==> config.mk <==
export PLATFORM = sky130hd
export DESIGN_NAME = exec_cluster
export DESIGN_NICKNAME = d
export VERILOG_FILES = /design/src/design/exec_pkg.sv /design/src/design/issue_if.sv /design/src/design/alu.sv /design/src/design/alu_rs.sv /design/src/design/cdb_arbiter.sv /design/src/design/exec_cluster.sv
export VERILOG_INCLUDE_DIRS = /design/src /design/src/design
export SDC_FILE = /design/constraint.sdc
export NUM_CORES = 2
export LEC_CHECK = 0
export ABC_AREA = 1
export BUFFER_PORTS_ARGS = -buffer_cell sky130_fd_sc_hd__buf_2
export CORE_MARGIN = 5
export CORE_UTILIZATION = 45
export DETAILED_ROUTE_END_ITERATION = 16
export PLACE_DENSITY = 0.63
export SLEW_MARGIN = 20
export SYNTH_ARGS = -nofsm -noshare
export SYNTH_HDL_FRONTEND = slang
export SYNTH_SLANG_ARGS = --single-unit
==> constraint.sdc <==
create_clock -name clk -period 9.3 [get_ports clk]
set_input_delay 0.465 -clock clk [delete_from_list [all_inputs] [get_ports clk]]
set_output_delay 0.465 -clock clk [all_outputs]
set_load 0.01 [all_outputs]
==> src/design/exec_config.svh <==
`ifndef EXEC_CONFIG_SVH
`define EXEC_CONFIG_SVH

// reservation station depth, power of two from 2 to 16
`define RS_ENTRIES 4

// index into the station, derived from the depth
`define RS_IDX_W $clog2(`RS_ENTRIES)

// rob tag width, 3 bits gives 8 rob entries
`define ROB_TAG_W 3

// rv32i data word
`define XLEN 32

// alu opcode field width
`define ALU_OP_W 4

// shift amount taken from the low bits of operand b
`define SHAMT_W 5

`endif

==> src/design/exec_pkg.sv <==
`include "exec_config.svh"

package exec_pkg;

    // one data word
    typedef logic [`XLEN-1:0] word_t;

    // one rob tag
    typedef logic [`ROB_TAG_W-1:0] rob_tag_t;

    // integer alu operations handled by the cluster
    typedef enum logic [`ALU_OP_W-1:0] {
        ALU_ADD  = 4'd0,
        ALU_SUB  = 4'd1,
        ALU_AND  = 4'd2,
        ALU_OR   = 4'd3,
        ALU_XOR  = 4'd4,
        ALU_SLL  = 4'd5,
        ALU_SRL  = 4'd6,
        ALU_SRA  = 4'd7,
        ALU_SLT  = 4'd8,
        ALU_SLTU = 4'd9
    } alu_op_e;

    // source operand, either a known value or waiting on a tag
    typedef struct packed {
        logic     ready;
        rob_tag_t tag;
        word_t    value;
    } rs_operand_t;

    // one station slot
    typedef struct packed {
        logic        busy;
        alu_op_e     op;
        rs_operand_t src1;
        rs_operand_t src2;
        rob_tag_t    dest;
    } rs_entry_t;

endpackage

==> src/design/issue_if.sv <==
`timescale 1ns/1ps

interface issue_if;
    import exec_pkg::*;

    // station offers an op with both operands known
    logic     valid;
    // alu can take an op this cycle
    logic     ready;
    alu_op_e  op;
    word_t    a;
    word_t    b;
    // destination rob tag travels with the op
    rob_tag_t tag;

    modport station (
        output valid,
        output op,
        output a,
        output b,
        output tag,
        input  ready
    );

    modport alu (
        input  valid,
        input  op,
        input  a,
        input  b,
        input  tag,
        output ready
    );

endinterface

==> src/design/alu.sv <==
`timescale 1ns/1ps
`include "exec_config.svh"

module alu (
    input  logic               clk,
    input  logic               rst_n_i,
    input  logic               flush_i,
    issue_if.alu               issue_i,
    // arbiter lost this lane's result this cycle
    input  logic               stall_i,
    output logic               res_valid_o,
    output exec_pkg::rob_tag_t res_tag_o,
    output exec_pkg::word_t    res_value_o
);
    import exec_pkg::*;

    word_t                  result;
    logic [`SHAMT_W-1:0]    shamt;
    logic                   take;

    assign shamt = issue_i.b[`SHAMT_W-1:0];

    // rv32i integer result
    always_comb begin
        case (issue_i.op)
            ALU_ADD:  result = issue_i.a + issue_i.b;
            ALU_SUB:  result = issue_i.a - issue_i.b;
            ALU_AND:  result = issue_i.a & issue_i.b;
            ALU_OR:   result = issue_i.a | issue_i.b;
            ALU_XOR:  result = issue_i.a ^ issue_i.b;
            ALU_SLL:  result = issue_i.a << shamt;
            ALU_SRL:  result = issue_i.a >> shamt;
            ALU_SRA:  result = word_t'($signed(issue_i.a) >>> shamt);
            ALU_SLT:  result = word_t'($signed(issue_i.a) < $signed(issue_i.b));
            ALU_SLTU: result = word_t'(issue_i.a < issue_i.b);
            default:  result = '0;
        endcase
    end

    // blocked only while a held result is waiting for the cdb
    assign issue_i.ready = ~(res_valid_o & stall_i);
    assign take          = issue_i.valid & issue_i.ready;

    // result valid flag
    always_ff @(posedge clk) begin
        if (!rst_n_i || flush_i) begin
            res_valid_o <= 1'b0;
        end else if (take) begin
            res_valid_o <= 1'b1;
        end else if (!stall_i) begin
            // result went out on the cdb
            res_valid_o <= 1'b0;
        end
    end

    // result payload, only loaded on a transfer
    always_ff @(posedge clk) begin
        if (take) begin
            res_tag_o   <= issue_i.tag;
            res_value_o <= result;
        end
    end

    // a stalled result stays put until the arbiter lets it through
    a_hold_while_stalled: assert property (
        @(posedge clk) disable iff (!rst_n_i || flush_i)
        res_valid_o && stall_i |=> res_valid_o && $stable(res_tag_o) && $stable(res_value_o)
    );

endmodule

==> src/design/alu_rs.sv <==
`timescale 1ns/1ps
`include "exec_config.svh"

module alu_rs (
    input  logic               clk,
    input  logic               rst_n_i,
    input  logic               flush_i,
    // dispatch from rename
    input  logic               dispatch_valid_i,
    input  exec_pkg::alu_op_e  dispatch_op_i,
    input  logic               dispatch_src1_ready_i,
    input  logic               dispatch_src2_ready_i,
    input  exec_pkg::rob_tag_t dispatch_src1_tag_i,
    input  exec_pkg::rob_tag_t dispatch_src2_tag_i,
    input  exec_pkg::word_t    dispatch_src1_value_i,
    input  exec_pkg::word_t    dispatch_src2_value_i,
    input  exec_pkg::rob_tag_t dispatch_tag_i,
    // broadcast snoop
    input  logic               cdb_valid_i,
    input  exec_pkg::rob_tag_t cdb_tag_i,
    input  exec_pkg::word_t    cdb_value_i,
    output logic               rs_full_o,
    issue_if.station           issue0_o,
    issue_if.station           issue1_o
);
    import exec_pkg::*;

    localparam int N     = `RS_ENTRIES;
    localparam int IDX_W = `RS_IDX_W;

    typedef logic [N-1:0]     vec_t;
    typedef logic [IDX_W-1:0] idx_t;

    rs_entry_t entries [N];
    rs_entry_t disp_entry;

    vec_t busy_vec;
    vec_t rdy_vec;
    vec_t free_vec;
    vec_t disp_grant;
    vec_t cand0;
    vec_t cand1;
    vec_t grant0;
    vec_t grant1;
    vec_t xfer_vec;
    idx_t idx0;
    idx_t idx1;
    logic disp_accept;

    // pick up a broadcast value for an operand still waiting on its tag
    function automatic rs_operand_t snoop(rs_operand_t opnd, logic cv, rob_tag_t ct,
                                          word_t cd);
        rs_operand_t res;
        res = opnd;
        if (!opnd.ready && cv && (opnd.tag == ct)) begin
            res.ready = 1'b1;
            res.value = cd;
        end
        return res;
    endfunction

    // one-hot grant to a binary slot index
    function automatic idx_t onehot_to_idx(vec_t oh);
        idx_t idx;
        idx = '0;
        for (int i = 0; i < N; i++) begin
            if (oh[i]) begin
                idx = idx | idx_t'(i);
            end
        end
        return idx;
    endfunction

    // per-slot status flags
    always_comb begin
        for (int i = 0; i < N; i++) begin
            busy_vec[i] = entries[i].busy;
            rdy_vec[i]  = entries[i].busy & entries[i].src1.ready & entries[i].src2.ready;
        end
    end

    assign rs_full_o   = &busy_vec;
    assign disp_accept = dispatch_valid_i & ~rs_full_o;

    // lowest free slot takes the dispatch
    assign free_vec   = ~busy_vec;
    assign disp_grant = disp_accept ? (free_vec & (~free_vec + 1'b1)) : '0;

    // new entry, sources also snoop the cdb in the same cycle
    always_comb begin
        disp_entry.busy = 1'b1;
        disp_entry.op   = dispatch_op_i;
        disp_entry.dest = dispatch_tag_i;
        disp_entry.src1 = snoop('{dispatch_src1_ready_i, dispatch_src1_tag_i,
                                  dispatch_src1_value_i}, cdb_valid_i, cdb_tag_i, cdb_value_i);
        disp_entry.src2 = snoop('{dispatch_src2_ready_i, dispatch_src2_tag_i,
                                  dispatch_src2_value_i}, cdb_valid_i, cdb_tag_i, cdb_value_i);
    end

    // lane 0 takes the lowest ready slot when its alu can accept
    assign cand0  = issue0_o.ready ? rdy_vec : '0;
    assign grant0 = cand0 & (~cand0 + 1'b1);
    // lane 1 takes the lowest ready slot left over
    assign cand1  = issue1_o.ready ? (rdy_vec & ~grant0) : '0;
    assign grant1 = cand1 & (~cand1 + 1'b1);
    // a grant already implies ready, so it is a transfer
    assign xfer_vec = grant0 | grant1;

    assign idx0 = onehot_to_idx(grant0);
    assign idx1 = onehot_to_idx(grant1);

    assign issue0_o.valid = |grant0;
    assign issue0_o.op    = entries[idx0].op;
    assign issue0_o.a     = entries[idx0].src1.value;
    assign issue0_o.b     = entries[idx0].src2.value;
    assign issue0_o.tag   = entries[idx0].dest;

    assign issue1_o.valid = |grant1;
    assign issue1_o.op    = entries[idx1].op;
    assign issue1_o.a     = entries[idx1].src1.value;
    assign issue1_o.b     = entries[idx1].src2.value;
    assign issue1_o.tag   = entries[idx1].dest;

    // slot update: dispatch write, cdb wakeup, free on issue
    always_ff @(posedge clk) begin
        if (!rst_n_i || flush_i) begin
            for (int i = 0; i < N; i++) begin
                entries[i].busy <= 1'b0;
            end
        end else begin
            for (int i = 0; i < N; i++) begin
                if (disp_grant[i]) begin
                    entries[i] <= disp_entry;
                end else if (entries[i].busy) begin
                    entries[i].src1 <= snoop(entries[i].src1, cdb_valid_i, cdb_tag_i,
                                             cdb_value_i);
                    entries[i].src2 <= snoop(entries[i].src2, cdb_valid_i, cdb_tag_i,
                                             cdb_value_i);
                    if (xfer_vec[i]) begin
                        entries[i].busy <= 1'b0;
                    end
                end
            end
        end
    end

    // a dispatch offered while full adds no slot, only issued slots leave
    a_no_dispatch_when_full: assert property (
        @(posedge clk) disable iff (!rst_n_i)
        dispatch_valid_i && rs_full_o && !flush_i
        |=> $countones(busy_vec) == $past($countones(busy_vec) - $countones(xfer_vec))
    );

    // an offered op comes from a live slot with both sources resolved
    a_issue_operands_ready: assert property (
        @(posedge clk) disable iff (!rst_n_i)
        (issue0_o.valid |-> entries[idx0].busy && entries[idx0].src1.ready
                            && entries[idx0].src2.ready)
        and (issue1_o.valid |-> entries[idx1].busy && entries[idx1].src1.ready
                                && entries[idx1].src2.ready)
    );

    // both lanes never pull the same slot
    a_lanes_distinct: assert property (
        @(posedge clk) disable iff (!rst_n_i)
        issue0_o.valid && issue1_o.valid |-> idx0 != idx1
    );

endmodule

==> src/design/cdb_arbiter.sv <==
`timescale 1ns/1ps

module cdb_arbiter (
    // lane 0 result
    input  logic               res0_valid_i,
    input  exec_pkg::rob_tag_t res0_tag_i,
    input  exec_pkg::word_t    res0_value_i,
    // lane 1 result
    input  logic               res1_valid_i,
    input  exec_pkg::rob_tag_t res1_tag_i,
    input  exec_pkg::word_t    res1_value_i,
    // lane 1 must hold its result
    output logic               stall1_o,
    // single broadcast bus
    output logic               cdb_valid_o,
    output exec_pkg::rob_tag_t cdb_tag_o,
    output exec_pkg::word_t    cdb_value_o
);

    logic sel1;

    // fixed priority, lane 1 only goes when lane 0 is idle
    assign sel1 = ~res0_valid_i & res1_valid_i;

    // loser keeps its result for the next cycle
    assign stall1_o = res0_valid_i & res1_valid_i;

    // at most one result per cycle
    assign cdb_valid_o = res0_valid_i | res1_valid_i;
    assign cdb_tag_o   = sel1 ? res1_tag_i : res0_tag_i;
    assign cdb_value_o = sel1 ? res1_value_i : res0_value_i;

endmodule

==> src/design/exec_cluster.sv <==
`timescale 1ns/1ps

module exec_cluster (
    input  logic               clk,
    input  logic               rst_n_i,
    input  logic               flush_i,
    // dispatch port
    input  logic               dispatch_valid_i,
    input  exec_pkg::alu_op_e  dispatch_op_i,
    input  logic               dispatch_src1_ready_i,
    input  logic               dispatch_src2_ready_i,
    input  exec_pkg::rob_tag_t dispatch_src1_tag_i,
    input  exec_pkg::rob_tag_t dispatch_src2_tag_i,
    input  exec_pkg::word_t    dispatch_src1_value_i,
    input  exec_pkg::word_t    dispatch_src2_value_i,
    input  exec_pkg::rob_tag_t dispatch_tag_i,
    output logic               rs_full_o,
    // common data bus
    output logic               cdb_valid_o,
    output exec_pkg::rob_tag_t cdb_tag_o,
    output exec_pkg::word_t    cdb_value_o
);
    import exec_pkg::*;

    // one issue lane per alu
    issue_if lane_if [2] ();

    logic [1:0] res_valid;
    rob_tag_t   res_tag [2];
    word_t      res_value [2];
    logic [1:0] lane_stall;
    logic       stall1;

    // lane 0 always wins arbitration
    assign lane_stall = {stall1, 1'b0};

    alu_rs u_rs (
        .clk                   (clk),
        .rst_n_i               (rst_n_i),
        .flush_i               (flush_i),
        .dispatch_valid_i      (dispatch_valid_i),
        .dispatch_op_i         (dispatch_op_i),
        .dispatch_src1_ready_i (dispatch_src1_ready_i),
        .dispatch_src2_ready_i (dispatch_src2_ready_i),
        .dispatch_src1_tag_i   (dispatch_src1_tag_i),
        .dispatch_src2_tag_i   (dispatch_src2_tag_i),
        .dispatch_src1_value_i (dispatch_src1_value_i),
        .dispatch_src2_value_i (dispatch_src2_value_i),
        .dispatch_tag_i        (dispatch_tag_i),
        // wakeup comes back from the broadcast bus
        .cdb_valid_i           (cdb_valid_o),
        .cdb_tag_i             (cdb_tag_o),
        .cdb_value_i           (cdb_value_o),
        .rs_full_o             (rs_full_o),
        .issue0_o              (lane_if[0]),
        .issue1_o              (lane_if[1])
    );

    for (genvar g = 0; g < 2; g++) begin : g_alu
        alu u_alu (
            .clk         (clk),
            .rst_n_i     (rst_n_i),
            .flush_i     (flush_i),
            .issue_i     (lane_if[g]),
            .stall_i     (lane_stall[g]),
            .res_valid_o (res_valid[g]),
            .res_tag_o   (res_tag[g]),
            .res_value_o (res_value[g])
        );
    end

    cdb_arbiter u_arb (
        .res0_valid_i (res_valid[0]),
        .res0_tag_i   (res_tag[0]),
        .res0_value_i (res_value[0]),
        .res1_valid_i (res_valid[1]),
        .res1_tag_i   (res_tag[1]),
        .res1_value_i (res_value[1]),
        .stall1_o     (stall1),
        .cdb_valid_o  (cdb_valid_o),
        .cdb_tag_o    (cdb_tag_o),
        .cdb_value_o  (cdb_value_o)
    );

endmodule

# Word-level counts from Yosys, hierarchy flattened

Memories as Yosys holds them, arrays and structs flattened.
Index checks and enable logic that the tools add are counted.

Add/sub/neg operators: 7
Eq/ne operators: 29
Bitwise operators: 49
Shifts and indexed selects: 6
Reductions and logical operators: 37
Multiplexer cells: 149
Magnitude comparators: 4

Operators with widths:

| cell                | number |
|---|---|
| $mux 32             | 35 |
| $pmux 32 s10        | 2 |
| $mux 36             | 8 |
| $lt 32x32->1        | 4 |
| $mux 1              | 97 |
| $add 32x32->32      | 2 |
| $and 32x32->32      | 2 |
| $or 32x32->32       | 2 |
| $shl 32x5->32       | 2 |
| $shr 32x5->32       | 2 |
| $sshr 32x5->32      | 2 |
| $sub 32x32->32      | 2 |
| $xor 32x32->32      | 2 |
| $eq 4x3->1 const B  | 8 |
| $eq 3x3->1          | 10 |
| $logic_and 1x1->1   | 20 |
| $not 4->4           | 5 |
| $or 1x1->1          | 17 |
| $and 4x4->4         | 4 |
| $eq 4x2->1 const B  | 4 |
| $eq 4x4->1 const B  | 4 |
| $and 1x1->1         | 13 |
| $add 4x1->4 const B | 3 |
| $logic_not 1->1     | 11 |
| 11 further kinds    | 20 |

Input port bits: 83
Bits in registers: 72
Memory bits (writable): 320
Word-level logic and storage cells: 288
Memories: 1
Output and inout port bits: 37

Memory list:

| name         | depth | width | read ports | clocked after memory_dff | write ports | RTL line     | text |
|---|---|---|---|---|---|---|---|
| u_rs.entries | 4     | 80    | 6          | 0                        | 4           | alu_rs.sv:34 | `rs_entry_t entries [N];` |

# Longest topological paths before layout

An unclocked memory read counts as a cell.

Depth after elaboration: 19
Mapped depth: 32
Gate-level depth less buffers: 28

# By module

A second synthesis with hierarchy kept.

Cells, all modules: 6950
Area total of the unflattened synthesis: 42351.9 µm²

By module, submodules not included:

| module       | times used | seq. area each (µm²) | area an instance (µm²) | cells an instance |
|---|---|---|---|---|
| alu          | 2          | 1071.0               | 11200.7                | 2152 |
| alu_rs       | 1          | 9609.2               | 19378.6                | 2525 |
| cdb_arbiter  | 1          | 0.0                  | 568.0                  | 120 |
| exec_cluster | 1          | 0.0                  | 3.8                    | 1 |

# Worst setup path after synthesis

Ideal clock, no wire load.

Path type: input-to-reg
From: input port rst_n_i
To: memory u_rs.entries[3][10] (netlist bit) (enable)
Library setup time: 466 ps
Buffers on the path: 1
Slack: 4779 ps
Data required time: 8834 ps
Data arrival time: 4056 ps
Stages on the path: 7
Path through: inv_1 -> nor2_1 -> clkinv_1 -> nor2_1 -> clkbuf_1 -> inv_1 -> o21ai_0

RTL lines:

| item               | RTL line          | text |
|---|---|---|
| start: declaration | exec_cluster.sv:5 | `input logic rst_n_i,` |
| end: declaration   | alu_rs.sv:34      |  |

==> impl_metrics.tcl <==
set metrics [dict create \
    status "complete, no violations" \
    maxSlewViolCount 0 \
    crit_path_end "g_alu[0].u_alu.res_value_o[18]" \
    start_util 0.453 \
    cts_tree "built" \
    grt_usage 0.405 \
    htree_levels 2 \
    dp_cells 7057 \
    antenna_found_initial 4 \
    instances_no_fill 7142 \
    port_buffers 119 \
    critPathArrivalTime_ns 7.25 \
    cp-startpoint "u_rs.entries[0][79]" \
    hpwlAfterDp_um 154000 \
    critPathMaxFanout 65 \
    gp_congestion 1.10 \
    fin_crit_ns 6.95 \
    cts_made_buffers 47 \
    yosys.area.top_type "edfxtp_1" \
    dieArea_mm2 0.0934 \
    leakage_nw 19.0 \
    vias 44600 \
    synth_most_common_cell "nand2_1" \
    cp-start-kind "flip-flop" \
    syn2layout_area_growth_pct 7.12 \
    die_h_um 306 \
    r2r_slack_ns 2.35 \
    ios 120 \
    cts-root-buf "clkbuf_16" \
    drc 0 \
    clk_pin_slew_ns 0.08 \
    hold_path_class "in -> reg" \
    routedWlPerCell_um 27.9 \
    crit_family "simple AND/OR/NAND/NOR gates" \
    synthCells 6050 \
    clockBufferDepth 3 \
    tns_ns 0 \
    cp.depth 17 \
    clkSinkCount 392 \
    timing.rr.end "g_alu[0].u_alu.res_value_o[18]" \
    rr_startpoint "u_rs.entries[0][79]" \
    routed_wl_um 200000 \
    hold_viol 0 \
    via_per_inst 6.25 \
    synth_area_mm2 0.0393 \
    syn_nets 6331 \
    fmax_mhz 144 \
    final_nets 6232 \
    postLayoutCoreUtil 0.485 \
    ys_seq_elements 392 \
    fp-row-count 108 \
    finalCritPeriodShare 0.747 \
    rr_worst_depth 17 \
    drt_first_pass_iters 8 \
    synth.top_cell.area_share 0.298 \
    crit_buf_inv 3 \
    grt_max_degree 91 \
    drive_gt1_frac 0.0722 \
    clk_latency_ns 0.64 \
    worstPathRequired_ns 9.59 \
    finalClockSkew_ns 0.0628 \
    synth_edf_count 390 \
    ant_nets 0 \
    yosys_warnings 0 \
    synthTopCellsByArea "edfxtp_1, nand2_1, nand3_1" \
    cts_setup_buffers 0 \
    grt_pass1_vias 40200 \
    grt_overflow 0 \
    tightest_slew_ns 1.17 \
    post_cts_resized 0 \
    ys.flop_type "edfxtp_1" \
    slowest_stage "nand2_4" \
    yosysUniqueCellTypes 63 \
    synth_common_cells "nand2_1, nand3_1, o21ai_0" \
    maxSlewHeadroom 0.216 \
    rsz0062_at_grt "false" \
    endpoint_kind "flip-flop" \
    syn_avg_cell_area_um2 6.50 \
    cap_viol_max_count 0 \
    critPathKind "reg -> reg" \
    cts_hold_buf 0 \
    power.density_mw_per_mm2 131 \
    drt_iter0_markers 6806 \
    die_x_um 306 \
    crit_chain "nand3_2, nand4_2, nand2_4, buf_4, o22ai_1, a22oi_1, inv_1, ha_1, nand2_1, nor4_1, nor2_1, o21ai_0, inv_1, o21ai_0, a21oi_1, nor2_1, nand4_1" \
    slowest_delay_ns 0.84 \
    grt_pass1_wl_um 281000 \
    max-vdd-ir-drop_mv 0.166 \
    synth-seq-area-share 0.299 \
    async_flop_share 0 \
    core-area_mm2 0.0868 \
    setup_viol 0 \
]
-- layout by cell type (no fill, tap or decap), types with 9 or more instances in the layout --
| cell type | count |
|---|---|
| o22ai_1 | 76 |
| o2111ai_1 | 11 |
| inv_2 | 22 |
| ha_1 | 194 |
| o21bai_1 | 18 |
| nor3_1 | 39 |
| clkinv_1 | 10 |
| buf_4 | 82 |
| a21o_1 | 12 |
| edfxtp_1 | 390 |
| nor2_2 | 9 |
| nand3_1 | 918 |
| o21ai_0 | 624 |
| a21oi_1 | 239 |
| nand4_1 | 68 |
| xor2_1 | 51 |
| clkbuf_16 | 47 |
| inv_1 | 575 |
| buf_2 | 119 |
| nand3b_1 | 17 |
| o21ai_1 | 43 |
| o211ai_1 | 34 |
| a22oi_1 | 57 |
| nor2_1 | 426 |
| nand2_2 | 28 |
| nand2_1 | 1661 |
| or2_2 | 55 |
| nor2_4 | 11 |
-- worst register-to-register path, stage by stage (launching register included) --
cell and delay (ns):
edfxtp_1 0.44, nand3_2 0.19, nand4_2 0.49, nand2_4 0.84, buf_4 0.58, o22ai_1 0.16
a22oi_1 0.47, inv_1 0.10, ha_1 0.47, nand2_1 0.22, nor4_1 0.36, nor2_1 0.14
o21ai_0 0.56, inv_1 0.22, o21ai_0 0.28, a21oi_1 0.10, nor2_1 0.67, nand4_1 0.33
-- area by class of cell --
type / instances / area [um2]
multi-input cells: 4707 / 23900
inverters: 601 / 2260
fillers: 9135 / 44600
repair buffers: 202 / 1230
flip-flops and latches: 392 / 11800
diodes: 1 / 2.50
clock inverters: 29 / 342
clock buffers: 55 / 1210
well taps: 1155 / 1450
-- layer usage --
| layer | wire, um | share of wire | track usage | vias to the layer above |
|---|---|---|---|---|
| li1 | - | - | - | 20200 |
| met1 | 81600 | 0.41 | 0.568 | 21000 |
| met2 | 78300 | 0.39 | 0.559 | 2958 |
| met3 | 26600 | 0.13 | 0.127 | 438 |
| met4 | 13000 | 0.065 | 0.210 | 6 |
| met5 | 63 | 0.00032 | 0 | - |
-- cells by family after synthesis --
| group | Yosys count | synth area share |
|---|---|---|
| flops | 392 | 0.299 |
| compound gates | 1179 | 0.166 |
| buf+inv | 951 | 0.0983 |
| simple gates | 3273 | 0.360 |
| xor+xnor | 57 | 0.0127 |
| fa+ha+maj | 198 | 0.0638 |
-- report_power, final --
| part | internal [mW] | switching [mW] |
|---|---|---|
| Clock | 1.08 | 0.837 |
| Combinational | 0.392 | 1.19 |
| Sequential | 1.99 | 0.0140 |
-- metrics by stage --
stage / hold WS (ns) / setup slack, ns / cell area (um2) / total power, mW
after global placement: 0.603 / 2.75 / 40600 / 3.54
after detailed placement: 0.604 / 2.62 / 40600 / 3.53
final: 0.0633 / 2.35 / 42100 / 5.50
after floorplan: 0.564 / 4.78 / 39300 / 2.96
after global routing: 0.0716 / 2.14 / 42100 / 5.67
after CTS: 0.0299 / 2.64 / 42100 / 5.43
-- state kept, by name (all words and copies together) (netlist names) --
name	flops
g_alu.u_alu.res_tag_o	6
g_alu.u_alu.res_valid_o	2
g_alu.u_alu.res_value_o	64
u_rs.entries	320
-- worst min-delay path by stage --
stage                             startpoint                     endpoint  depth (start not counted)  slack (ns)
after global placement    u_rs.entries[0][1]  g_alu[1].u_alu.res_tag_o[1]                          2        0.60
after global routing       dispatch_tag_i[1]           u_rs.entries[0][1]                          1        0.07
after floorplan            dispatch_tag_i[0]           u_rs.entries[0][0]                          0        0.56
after detailed placement  u_rs.entries[0][0]  g_alu[1].u_alu.res_tag_o[0]                          2        0.60
final                      dispatch_tag_i[1]           u_rs.entries[1][1]                          1        0.06
after CTS                  dispatch_tag_i[1]           u_rs.entries[3][1]                          1        0.03
No activity file was read; power rests on OpenSTA's default activity.
